### src/isaPkg.sv
package isaPkg;

    // ~~~~~~~~~~~~~~~~~~~~~~~~~~~~~~~~~~~~~~~~~~~~~~~~~~~~~~~~~~
    // basic widths.
    // ~~~~~~~~~~~~~~~~~~~~~~~~~~~~~~~~~~~~~~~~~~~~~~~~~~~~~~~~~~
    typedef logic [15:0] word_t;   // data word and instruction word.
    typedef logic [2:0]  regIdx_t; // one of eight registers.
    typedef logic [4:0]  imm_t;    // signed immediate, extended in decode.

    // instruction field positions, counted from the lsb of each field.
    localparam int OPC_LSB = 11;
    localparam int RS_LSB  = 8;
    localparam int RT_LSB  = 5;  // also the destination of ADDI and LD.
    localparam int RD_LSB  = 2;  // destination of R-type.
    localparam int IMM_LSB = 0;

    // ~~~~~~~~~~~~~~~~~~~~~~~~~~~~~~~~~~~~~~~~~~~~~~~~~~~~~~~~~~
    // opcodes. anything not listed here runs as a no-op.
    // ~~~~~~~~~~~~~~~~~~~~~~~~~~~~~~~~~~~~~~~~~~~~~~~~~~~~~~~~~~
    typedef enum logic [4:0] {
        OP_ADD  = 5'b11000,
        OP_SUB  = 5'b11001,
        OP_AND  = 5'b11010,
        OP_XOR  = 5'b11011,
        OP_ADDI = 5'b01000,
        OP_LD   = 5'b10001,
        OP_ST   = 5'b10000
    } opcode_t;

    typedef enum logic [2:0] {
        ALU_ADD,
        ALU_SUB,
        ALU_AND,
        ALU_XOR,
        ALU_PASS // hands opB through.
    } aluOp_t;

endpackage

### src/pipePkg.sv
package pipePkg;
    import isaPkg::*;

    localparam int MEM_ADDR_W = 4; // data memory is 2**MEM_ADDR_W words.

    typedef logic [MEM_ADDR_W-1:0] dataAddr_t;

    // one entry of the hazard unit's shadow pipeline.
    typedef struct packed {
        logic      valid;
        logic      writesReg;
        regIdx_t   rd;
        logic      isStore;
        dataAddr_t addr;
    } hazRec_t;

    // ~~~~~~~~~~~~~~~~~~~~~~~~~~~~~~~~~~~~~~~~~~~~~~~~~~~~~~~~~~
    // stage records, in pipeline order.
    // ~~~~~~~~~~~~~~~~~~~~~~~~~~~~~~~~~~~~~~~~~~~~~~~~~~~~~~~~~~
    typedef struct packed {
        logic      valid;
        logic      writesReg;
        logic      isLoad;
        logic      isStore;
        regIdx_t   rd;
        aluOp_t    aluOp;
        word_t     opA;
        word_t     opB;
        word_t     storeData;
        dataAddr_t addr;
    } idRec_t;

    typedef struct packed {
        logic      valid;
        logic      writesReg;
        logic      isLoad;
        logic      isStore;
        regIdx_t   rd;
        word_t     result;
        word_t     storeData;
        dataAddr_t addr;
    } exRec_t;

    typedef struct packed {
        logic      valid;
        logic      writesReg;
        logic      isStore; // the store itself happens while in WB.
        regIdx_t   rd;
        word_t     value;
        word_t     storeData;
        dataAddr_t addr;
    } wbRec_t;

    typedef struct packed {
        logic    valid;
        regIdx_t rd;
        word_t   value;
    } wbPort_t;

endpackage

### src/fetchStage.sv
`timescale 1ns/1ps

module fetchStage import isaPkg::*; (
    input  logic  clk,
    input  logic  rst,
    input  logic  instrReq,
    output logic  instrAck,
    input  word_t instr,
    input  logic  stall,
    output logic  slotValid,
    output word_t slotInstr
);

    typedef enum logic {
        IDLE,
        ACKED
    } rxState_t;

    rxState_t state;
    logic     consumed;
    logic     accept;

    assign consumed = slotValid && !stall; // decode takes the slot this cycle.

    // a new word is taken only once the slot is free or being freed.
    assign accept = (state == IDLE) && instrReq && (!slotValid || consumed);

    assign instrAck = (state == ACKED);

    always_ff @(posedge clk) begin
        if (rst) begin
            state     <= IDLE;
            slotValid <= 1'b0;
        end else begin
            case (state)
                IDLE:    if (accept) state <= ACKED;
                ACKED:   if (!instrReq) state <= IDLE; // source has seen the ack.
                default: state <= IDLE;
            endcase
            if (accept) begin
                slotValid <= 1'b1;
            end else if (consumed) begin
                slotValid <= 1'b0;
            end
        end
    end

    always_ff @(posedge clk) begin
        if (accept) slotInstr <= instr;
    end

endmodule

### src/hazardDetect.sv
`timescale 1ns/1ps

module hazardDetect import isaPkg::*, pipePkg::*; #(
    parameter int MEM_ADDR_W = 4
) (
    input  logic      clk,
    input  logic      rst,
    input  logic      slotValid,
    input  regIdx_t   slotRs,
    input  regIdx_t   slotRt,
    input  logic      slotIsLoad,
    input  dataAddr_t slotAddr,
    input  hazRec_t   slotRec,
    output logic      stall
);

    // shadow entries 0 to 3 track ID, EX, MEM and WB in that order.
    hazRec_t               shadow [4];
    logic [MEM_ADDR_W-1:0] ldAddr;
    logic                  regHaz;
    logic                  memHaz;

    assign ldAddr = slotAddr;

    // ~~~~~~~~~~~~~~~~~~~~~~~~~~~~~~~~~~~~~~~~~~~~~~~~~~~~~~~~~~
    // shadow pipeline.
    // ~~~~~~~~~~~~~~~~~~~~~~~~~~~~~~~~~~~~~~~~~~~~~~~~~~~~~~~~~~
    always_ff @(posedge clk) begin
        if (rst) begin
            for (int i = 0; i < 4; i++) begin
                shadow[i].valid <= 1'b0;
            end
        end else begin
            shadow[0] <= (slotValid && !stall) ? slotRec : '0; // bubble while held.
            for (int i = 1; i < 4; i++) begin
                shadow[i] <= shadow[i-1];
            end
        end
    end

    // ~~~~~~~~~~~~~~~~~~~~~~~~~~~~~~~~~~~~~~~~~~~~~~~~~~~~~~~~~~
    // RAW checks against every instruction still in flight.
    // ~~~~~~~~~~~~~~~~~~~~~~~~~~~~~~~~~~~~~~~~~~~~~~~~~~~~~~~~~~
    always_comb begin
        regHaz = 1'b0;
        memHaz = 1'b0;
        for (int i = 0; i < 4; i++) begin
            // both source fields are checked whatever the opcode.
            if (shadow[i].valid && shadow[i].writesReg &&
                (shadow[i].rd == slotRs || shadow[i].rd == slotRt)) begin
                regHaz = 1'b1;
            end
            if (shadow[i].valid && shadow[i].isStore && shadow[i].addr == ldAddr) begin
                memHaz = 1'b1;
            end
        end
    end

    // without forwarding the slot waits until the producer has left WB.
    assign stall = slotValid && (regHaz || (slotIsLoad && memHaz));

endmodule

### src/regFile.sv
`timescale 1ns/1ps

module regFile import isaPkg::*, pipePkg::*; (
    input  logic    clk,
    input  logic    rst,
    input  regIdx_t rdIdxA,
    input  regIdx_t rdIdxB,
    output word_t   rdDataA,
    output word_t   rdDataB,
    input  wbRec_t  wb
);

    word_t regs [8];

    // reads see the old contents during a write cycle.
    assign rdDataA = regs[rdIdxA];
    assign rdDataB = regs[rdIdxB];

    always_ff @(posedge clk) begin
        if (rst) begin
            for (int i = 0; i < 8; i++) begin
                regs[i] <= '0;
            end
        end else if (wb.valid && wb.writesReg) begin
            regs[wb.rd] <= wb.value; // write lands at the end of WB.
        end
    end

endmodule

### src/decodeStage.sv
`timescale 1ns/1ps

module decodeStage import isaPkg::*, pipePkg::*; #(
    parameter int MEM_ADDR_W = 4
) (
    input  logic      clk,
    input  logic      rst,
    input  logic      slotValid,
    input  word_t     slotInstr,
    input  logic      stall,
    output regIdx_t   rdIdxA,
    output regIdx_t   rdIdxB,
    input  word_t     rdDataA,
    input  word_t     rdDataB,
    output regIdx_t   slotRs,
    output regIdx_t   slotRt,
    output logic      slotIsLoad,
    output dataAddr_t slotAddr,
    output hazRec_t   slotRec,
    output idRec_t    idOut
);

    opcode_t opcode;
    aluOp_t  aluOp;
    logic    writesReg;
    logic    isLoad;
    logic    isStore;
    logic    useImm;
    regIdx_t rd;
    word_t   immExt;
    word_t   addrSum;
    idRec_t  idNext;

    assign opcode = opcode_t'(slotInstr[OPC_LSB +: 5]);
    assign slotRs = slotInstr[RS_LSB +: 3];
    assign slotRt = slotInstr[RT_LSB +: 3];
    assign rdIdxA = slotRs;
    assign rdIdxB = slotRt; // store data also comes from this field.

    assign immExt = {{11{slotInstr[IMM_LSB+4]}}, imm_t'(slotInstr[IMM_LSB +: 5])};

    // ~~~~~~~~~~~~~~~~~~~~~~~~~~~~~~~~~~~~~~~~~~~~~~~~~~~~~~~~~~
    // opcode decode.
    // ~~~~~~~~~~~~~~~~~~~~~~~~~~~~~~~~~~~~~~~~~~~~~~~~~~~~~~~~~~
    always_comb begin
        aluOp     = ALU_PASS;
        writesReg = 1'b0;
        isLoad    = 1'b0;
        isStore   = 1'b0;
        useImm    = 1'b0;
        rd        = slotInstr[RD_LSB +: 3];
        case (opcode)
            OP_ADD: begin
                aluOp     = ALU_ADD;
                writesReg = 1'b1;
            end
            OP_SUB: begin
                aluOp     = ALU_SUB;
                writesReg = 1'b1;
            end
            OP_AND: begin
                aluOp     = ALU_AND;
                writesReg = 1'b1;
            end
            OP_XOR: begin
                aluOp     = ALU_XOR;
                writesReg = 1'b1;
            end
            OP_ADDI: begin
                aluOp     = ALU_ADD;
                writesReg = 1'b1;
                useImm    = 1'b1;
                rd        = slotRt;
            end
            OP_LD: begin
                writesReg = 1'b1;
                isLoad    = 1'b1;
                useImm    = 1'b1;
                rd        = slotRt;
            end
            OP_ST: begin
                isStore = 1'b1;
                useImm  = 1'b1;
            end
            default: ; // undefined codes go down the pipe without effect.
        endcase
    end

    assign addrSum    = rdDataA + immExt;
    assign slotAddr   = addrSum[MEM_ADDR_W-1:0]; // only the low bits reach the memory.
    assign slotIsLoad = isLoad;

    assign slotRec = '{valid: slotValid, writesReg: writesReg, rd: rd,
                       isStore: isStore, addr: slotAddr};

    always_comb begin
        idNext.valid     = slotValid && !stall;
        idNext.writesReg = writesReg;
        idNext.isLoad    = isLoad;
        idNext.isStore   = isStore;
        idNext.rd        = rd;
        idNext.aluOp     = aluOp;
        idNext.opA       = rdDataA;
        idNext.opB       = useImm ? immExt : rdDataB;
        idNext.storeData = rdDataB;
        idNext.addr      = slotAddr;
    end

    always_ff @(posedge clk) begin
        if (rst) begin
            idOut.valid <= 1'b0;
        end else begin
            idOut <= idNext;
        end
    end

endmodule

### src/executeStage.sv
`timescale 1ns/1ps

module executeStage import isaPkg::*, pipePkg::*; (
    input  logic   clk,
    input  logic   rst,
    input  idRec_t idIn,
    output exRec_t exOut
);

    word_t  aluResult;
    exRec_t exNext;

    // results wrap at 16 bits.
    always_comb begin
        case (idIn.aluOp)
            ALU_ADD: aluResult = idIn.opA + idIn.opB;
            ALU_SUB: aluResult = idIn.opA - idIn.opB;
            ALU_AND: aluResult = idIn.opA & idIn.opB;
            ALU_XOR: aluResult = idIn.opA ^ idIn.opB;
            default: aluResult = idIn.opB;
        endcase
    end

    always_comb begin
        exNext.valid     = idIn.valid;
        exNext.writesReg = idIn.writesReg;
        exNext.isLoad    = idIn.isLoad;
        exNext.isStore   = idIn.isStore;
        exNext.rd        = idIn.rd;
        exNext.result    = aluResult;
        exNext.storeData = idIn.storeData;
        exNext.addr      = idIn.addr; // already formed in decode.
    end

    always_ff @(posedge clk) begin
        if (rst) begin
            exOut.valid <= 1'b0;
        end else begin
            exOut <= exNext;
        end
    end

endmodule

### src/memoryStage.sv
`timescale 1ns/1ps

module memoryStage import isaPkg::*, pipePkg::*; #(
    parameter int MEM_ADDR_W = 4
) (
    input  logic   clk,
    input  logic   rst,
    input  exRec_t exIn,
    output wbRec_t wbOut
);

    localparam int MemDepth = 2 ** MEM_ADDR_W;

    word_t  mem [MemDepth];
    word_t  loadWord;
    wbRec_t wbNext;

    // ~~~~~~~~~~~~~~~~~~~~~~~~~~~~~~~~~~~~~~~~~~~~~~~~~~~~~~~~~~
    // load path and MEM/WB register.
    // ~~~~~~~~~~~~~~~~~~~~~~~~~~~~~~~~~~~~~~~~~~~~~~~~~~~~~~~~~~
    assign loadWord = mem[exIn.addr]; // a store in WB is not yet visible here.

    always_comb begin
        wbNext.valid     = exIn.valid;
        wbNext.writesReg = exIn.writesReg;
        wbNext.isStore   = exIn.isStore;
        wbNext.rd        = exIn.rd;
        wbNext.value     = exIn.isLoad ? loadWord : exIn.result;
        wbNext.storeData = exIn.storeData;
        wbNext.addr      = exIn.addr;
    end

    always_ff @(posedge clk) begin
        if (rst) begin
            wbOut.valid <= 1'b0;
        end else begin
            wbOut <= wbNext;
        end
    end

    // stores commit from the WB record.
    always_ff @(posedge clk) begin
        if (rst) begin
            for (int i = 0; i < MemDepth; i++) begin
                mem[i] <= '0;
            end
        end else if (wbOut.valid && wbOut.isStore) begin
            mem[wbOut.addr] <= wbOut.storeData;
        end
    end

endmodule

### src/pipeTop.sv
`timescale 1ns/1ps

module pipeTop import isaPkg::*, pipePkg::*; #(
    parameter int MEM_ADDR_W = 4
) (
    input  logic    clk,
    input  logic    rst,
    input  logic    instrReq,
    output logic    instrAck,
    input  word_t   instr,
    output wbPort_t wbPort
);

    logic      stall;
    logic      slotValid;
    word_t     slotInstr;
    regIdx_t   rdIdxA;
    regIdx_t   rdIdxB;
    word_t     rdDataA;
    word_t     rdDataB;
    regIdx_t   slotRs;
    regIdx_t   slotRt;
    logic      slotIsLoad;
    dataAddr_t slotAddr;
    hazRec_t   slotRec;
    idRec_t    idRec;
    exRec_t    exRec;
    wbRec_t    wbRec;

    fetchStage uFetch (
        .clk, .rst, .instrReq, .instrAck, .instr, .stall, .slotValid, .slotInstr
    );

    hazardDetect #(.MEM_ADDR_W(MEM_ADDR_W)) uHazard (
        .clk, .rst, .slotValid, .slotRs, .slotRt, .slotIsLoad, .slotAddr, .slotRec, .stall
    );

    regFile uRegs (
        .clk, .rst, .rdIdxA, .rdIdxB, .rdDataA, .rdDataB, .wb(wbRec)
    );

    decodeStage #(.MEM_ADDR_W(MEM_ADDR_W)) uDecode (
        .clk, .rst, .slotValid, .slotInstr, .stall, .rdIdxA, .rdIdxB, .rdDataA, .rdDataB,
        .slotRs, .slotRt, .slotIsLoad, .slotAddr, .slotRec, .idOut(idRec)
    );

    executeStage uExecute (
        .clk, .rst, .idIn(idRec), .exOut(exRec)
    );

    memoryStage #(.MEM_ADDR_W(MEM_ADDR_W)) uMemory (
        .clk, .rst, .exIn(exRec), .wbOut(wbRec)
    );

    // only register writes leave the pipeline.
    assign wbPort.valid = wbRec.valid && wbRec.writesReg;
    assign wbPort.rd    = wbRec.rd;
    assign wbPort.value = wbRec.value;

endmodule

### config.mk
export PLATFORM = sky130hd
export DESIGN_NAME = pipeTop
export DESIGN_NICKNAME = d
export VERILOG_FILES = /design/src/isaPkg.sv /design/src/pipePkg.sv /design/src/fetchStage.sv /design/src/hazardDetect.sv /design/src/regFile.sv /design/src/decodeStage.sv /design/src/executeStage.sv /design/src/memoryStage.sv /design/src/pipeTop.sv
export SDC_FILE = /design/constraint.sdc
export NUM_CORES = 1
export LEC_CHECK = 0
export ABC_AREA = 1
export BUFFER_PORTS_ARGS = -buffer_cell sky130_fd_sc_hd__buf_2
export CAP_MARGIN = 20
export CORE_MARGIN = 2
export CORE_UTILIZATION = 65
export DETAILED_ROUTE_END_ITERATION = 10
export PLACE_DENSITY = 0.82
export SYNTH_ARGS = -nofsm -noshare
export SYNTH_HDL_FRONTEND = slang
export SYNTH_SLANG_ARGS = --single-unit
export TNS_END_PERCENT = 20
### constraint.sdc
create_clock -name clk -period 18.7 [get_ports clk]
set_input_delay 1.87 -clock clk [delete_from_list [all_inputs] [get_ports clk]]
set_output_delay 1.87 -clock clk [all_outputs]
set_load 0.005 [all_outputs]
==> results.txt <==
Num CTS Buffers - 58
setup bufs post-CTS - 0
final worst hold slack - 0.412 ns
status - finished clean
Die Height - 209 µm
Initial DRC Count - 3048
root buffer cell - clkbuf_16
CP startpoint kind - primary input
clock buffer depth - 3
TritonCTS clock tree - built
Initial Util - 65.4%
area leader, netlist - edfxtp_1
Critical Path RT - 18.96 ns
Die Footprint - 43600 µm²
slew margin rel. - 23.0%
period utilization - 24.8%
Max VDD drop - 0.0947 mV
drt wl/cell - 22.7 µm
M3 GR Usage - 5.86%
Die Span X - 209 µm
DRT antenna net count - 0
Detailed Routing Iterations Pass 1 - 7
Pwr Density - 111 nW/µm²
gr busiest metal - met2
Worst path max stage delay - 0.72 ns
Synth area leaders - edfxtp_1, nor2_1, o21ai_0, nand2_1, inv_1
number of nets in the layout - 2568
largest net degree at the start of global routing - 129
synthesized area - 27300 µm²
Post-synth EDFFs - 580
Buf+Inv Stages, Crit Path - 2
Finished Layout Cells - 3098
number of remaining DRC errors - 0
Worst Tran Pin Value - 1.15 ns
Crit path max-delay family - simple AND/OR/NAND/NOR gates
Crit. End Element - flop
crit-path most repeated cell - nand2_1
fillers - 2886
Final setup viols - 0
via count - 19836
Worst-Skew Late Latency - 0.62 ns
std cell rows - 75
total track usage - 32.4%
fin area - 29600 µm²
Slowest-stage cell, CP - nor3_1
share of layout cells above drive strength 1 - 7.27%
Hold-fix buffers, CTS - 0
Seq pwr share - 48.9%
Mapped Nets - 2628
internal power - 2.42 mW
Clock Power Share - 37.6%
I/O Buffers - 39
initial antenna violation count - 1
CTS resizes - 0
NetSw - 867 µW
Seq cells post-synth - 599
Reg clk slew, reported paths - 0.06 ns
Power Total - 3.28 mW
Syn-to-layout area delta - 8.43%
GRT Residual Overflow - 0
pre-CTS WS - 13.56 ns
RSZ-0062 raised after global routing - no
setup_tns - 0 ns
Core ar. - 41700 µm²
Syn Area/Cell - 10.6 µm²
dpl hpwl - 45.6 mm
CP Class - in -> reg
final WL - 70.5 mm
clock period minus worst slack - 4.64 ns
count of cell types in the netlist - 42
cell area after placement - 27500 µm²
Syn Inst Count - 2572
Slew Limit Fails - 0
Cells after DPL - 2989
HP Class - reg -> reg
Final Util - 70.9%
I/O Pins - 40
CP Max Fanout - 80
worst setup margin - 14.06 ns
vias per std cell - 6.40
Comb pwr share - 13.5%
Setup Skew - 0.0175 ns
max-cap violations - 0
H-Tree Depth - 2
clk sink count - 599
CP cell instances - buf_2 -> inv_8 -> nand3_1 -> nor3_1 -> nand2_1 -> nand2_1
global-route wire length before repair - 107 mm
fmax - 216 MHz
vias in the first global route - 18746
sequential cell area fraction in the yosys report - 65.3%
P_leak - 11.4 nW
Yosys top cell area share - 63.9%
CP arrival - 4.90 ns
Sw Share - 26.4%
met2 GRT Util - 51.4%
ANT cells - 0
FFs w/ async S/R, synth - 0%
GP Congestion - 0.958
met1 Track Usage GR - 43.8%
final hold vios - 0
Ys Warns - 0
Top FF cell, synth - edfxtp_1
final cells by class:
class / instances / area [µm²] / area share [%]
Sequential cell: 599 / 17800 / 60.2
Clock buffer: 74 / 1600 / 5.40
Clock inverter: 33 / 405 / 1.37
Timing Repair Buffer: 57 / 363 / 1.23
Multi-Input combinational cell: 1622 / 8050 / 27.2
Tap cell: 539 / 674 / 2.28
Inverter: 174 / 664 / 2.25
tightest hold or removal path: stages (launching register included):
cell and delay [ns]:
dfxtp_1 0.30, inv_1 0.04, nor2_1 0.03
layer usage:
layer  vias up  wire, µm
met3       278      8690
li1       8834         -
met1      9305     25300
met4         0      3900
met2      1419     32600
met5         -         0
kinds of logic after synthesis:
group | after synthesis | share of synthesized area [%]
muxes | 2 | 0.0826
DFF | 599 | 65.3
AOI/OAI and AO/OA | 543 | 11.6
adders and majority gates | 37 | 1.75
and+or+nand+nor | 991 | 14.5
buffers and inverters | 351 | 5.19
xor gates and xnor gates | 49 | 1.57
final timing paths:
kind	from	endpoint	slack, ns	cells after the start
setup / recovery	rst	uMemory.mem[3][2]	14.06	6
hold / removal	uDecode.idOut[61]	uExecute.exOut[42]	0.41	2
setup reg to reg	flop	uFetch.slotInstr[7]	14.10	18
hold reg to reg	uDecode.idOut[61]	uExecute.exOut[42]	0.41	2
synthesized netlist by cell type (8+ instances only):
cell        n
nor2_2      8
edfxtp_1  580
nand3_1    70
a22oi_1     9
xnor2_1    25
clkbuf_1  149
inv_1     166
nand2_1   233
a31oi_1    48
o21ai_1    11
o22ai_1    18
nor3_1     14
o21ai_0   269
nor2_1    636
o211ai_1   29
buf_4      19
a21oi_1    85
xor2_1     24
ha_1       35
dfxtp_1    19
o221ai_1   55
power by group through the flow:
stage	Combinational, mW	Sequential, mW	Clock (mW)
after global placement	0.401	1.63	0
after global routing	0.475	1.61	1.29
after detailed placement	0.416	1.64	0
final	0.442	1.61	1.23
after CTS	0.420	1.61	1.24
after floorplan	0.300	1.61	0
flip-flops by register name, indices dropped and copies added (netlist names), named ones only:
register / count
uMemory.mem: 256
uRegs.regs: 128
uDecode.idOut: 62
uExecute.exOut: 43
uMemory.wbOut: 42
uHazard.shadow: 40
uFetch.slotInstr: 16
uFetch.instrAck: 1
uFetch.slotValid: 1
layout by cell type, fill, tap and decap left out, drive strengths merged, types with 6 or more instances in the layout:
cell,instances
a21oi,85
a221oi,6
a22oi,9
a31oi,48
buf,57
bufinv,10
clkbuf,74
clkinv,24
dfxtp,19
edfxtp,580
ha,35
inv,172
nand2,241
nand3,75
nor2,644
nor3,14
o211ai,29
o21ai,281
o221ai,55
o22ai,18
o31ai,7
or2,10
xnor2,25
xor2,24
No activity file was read; power rests on OpenSTA's default activity.
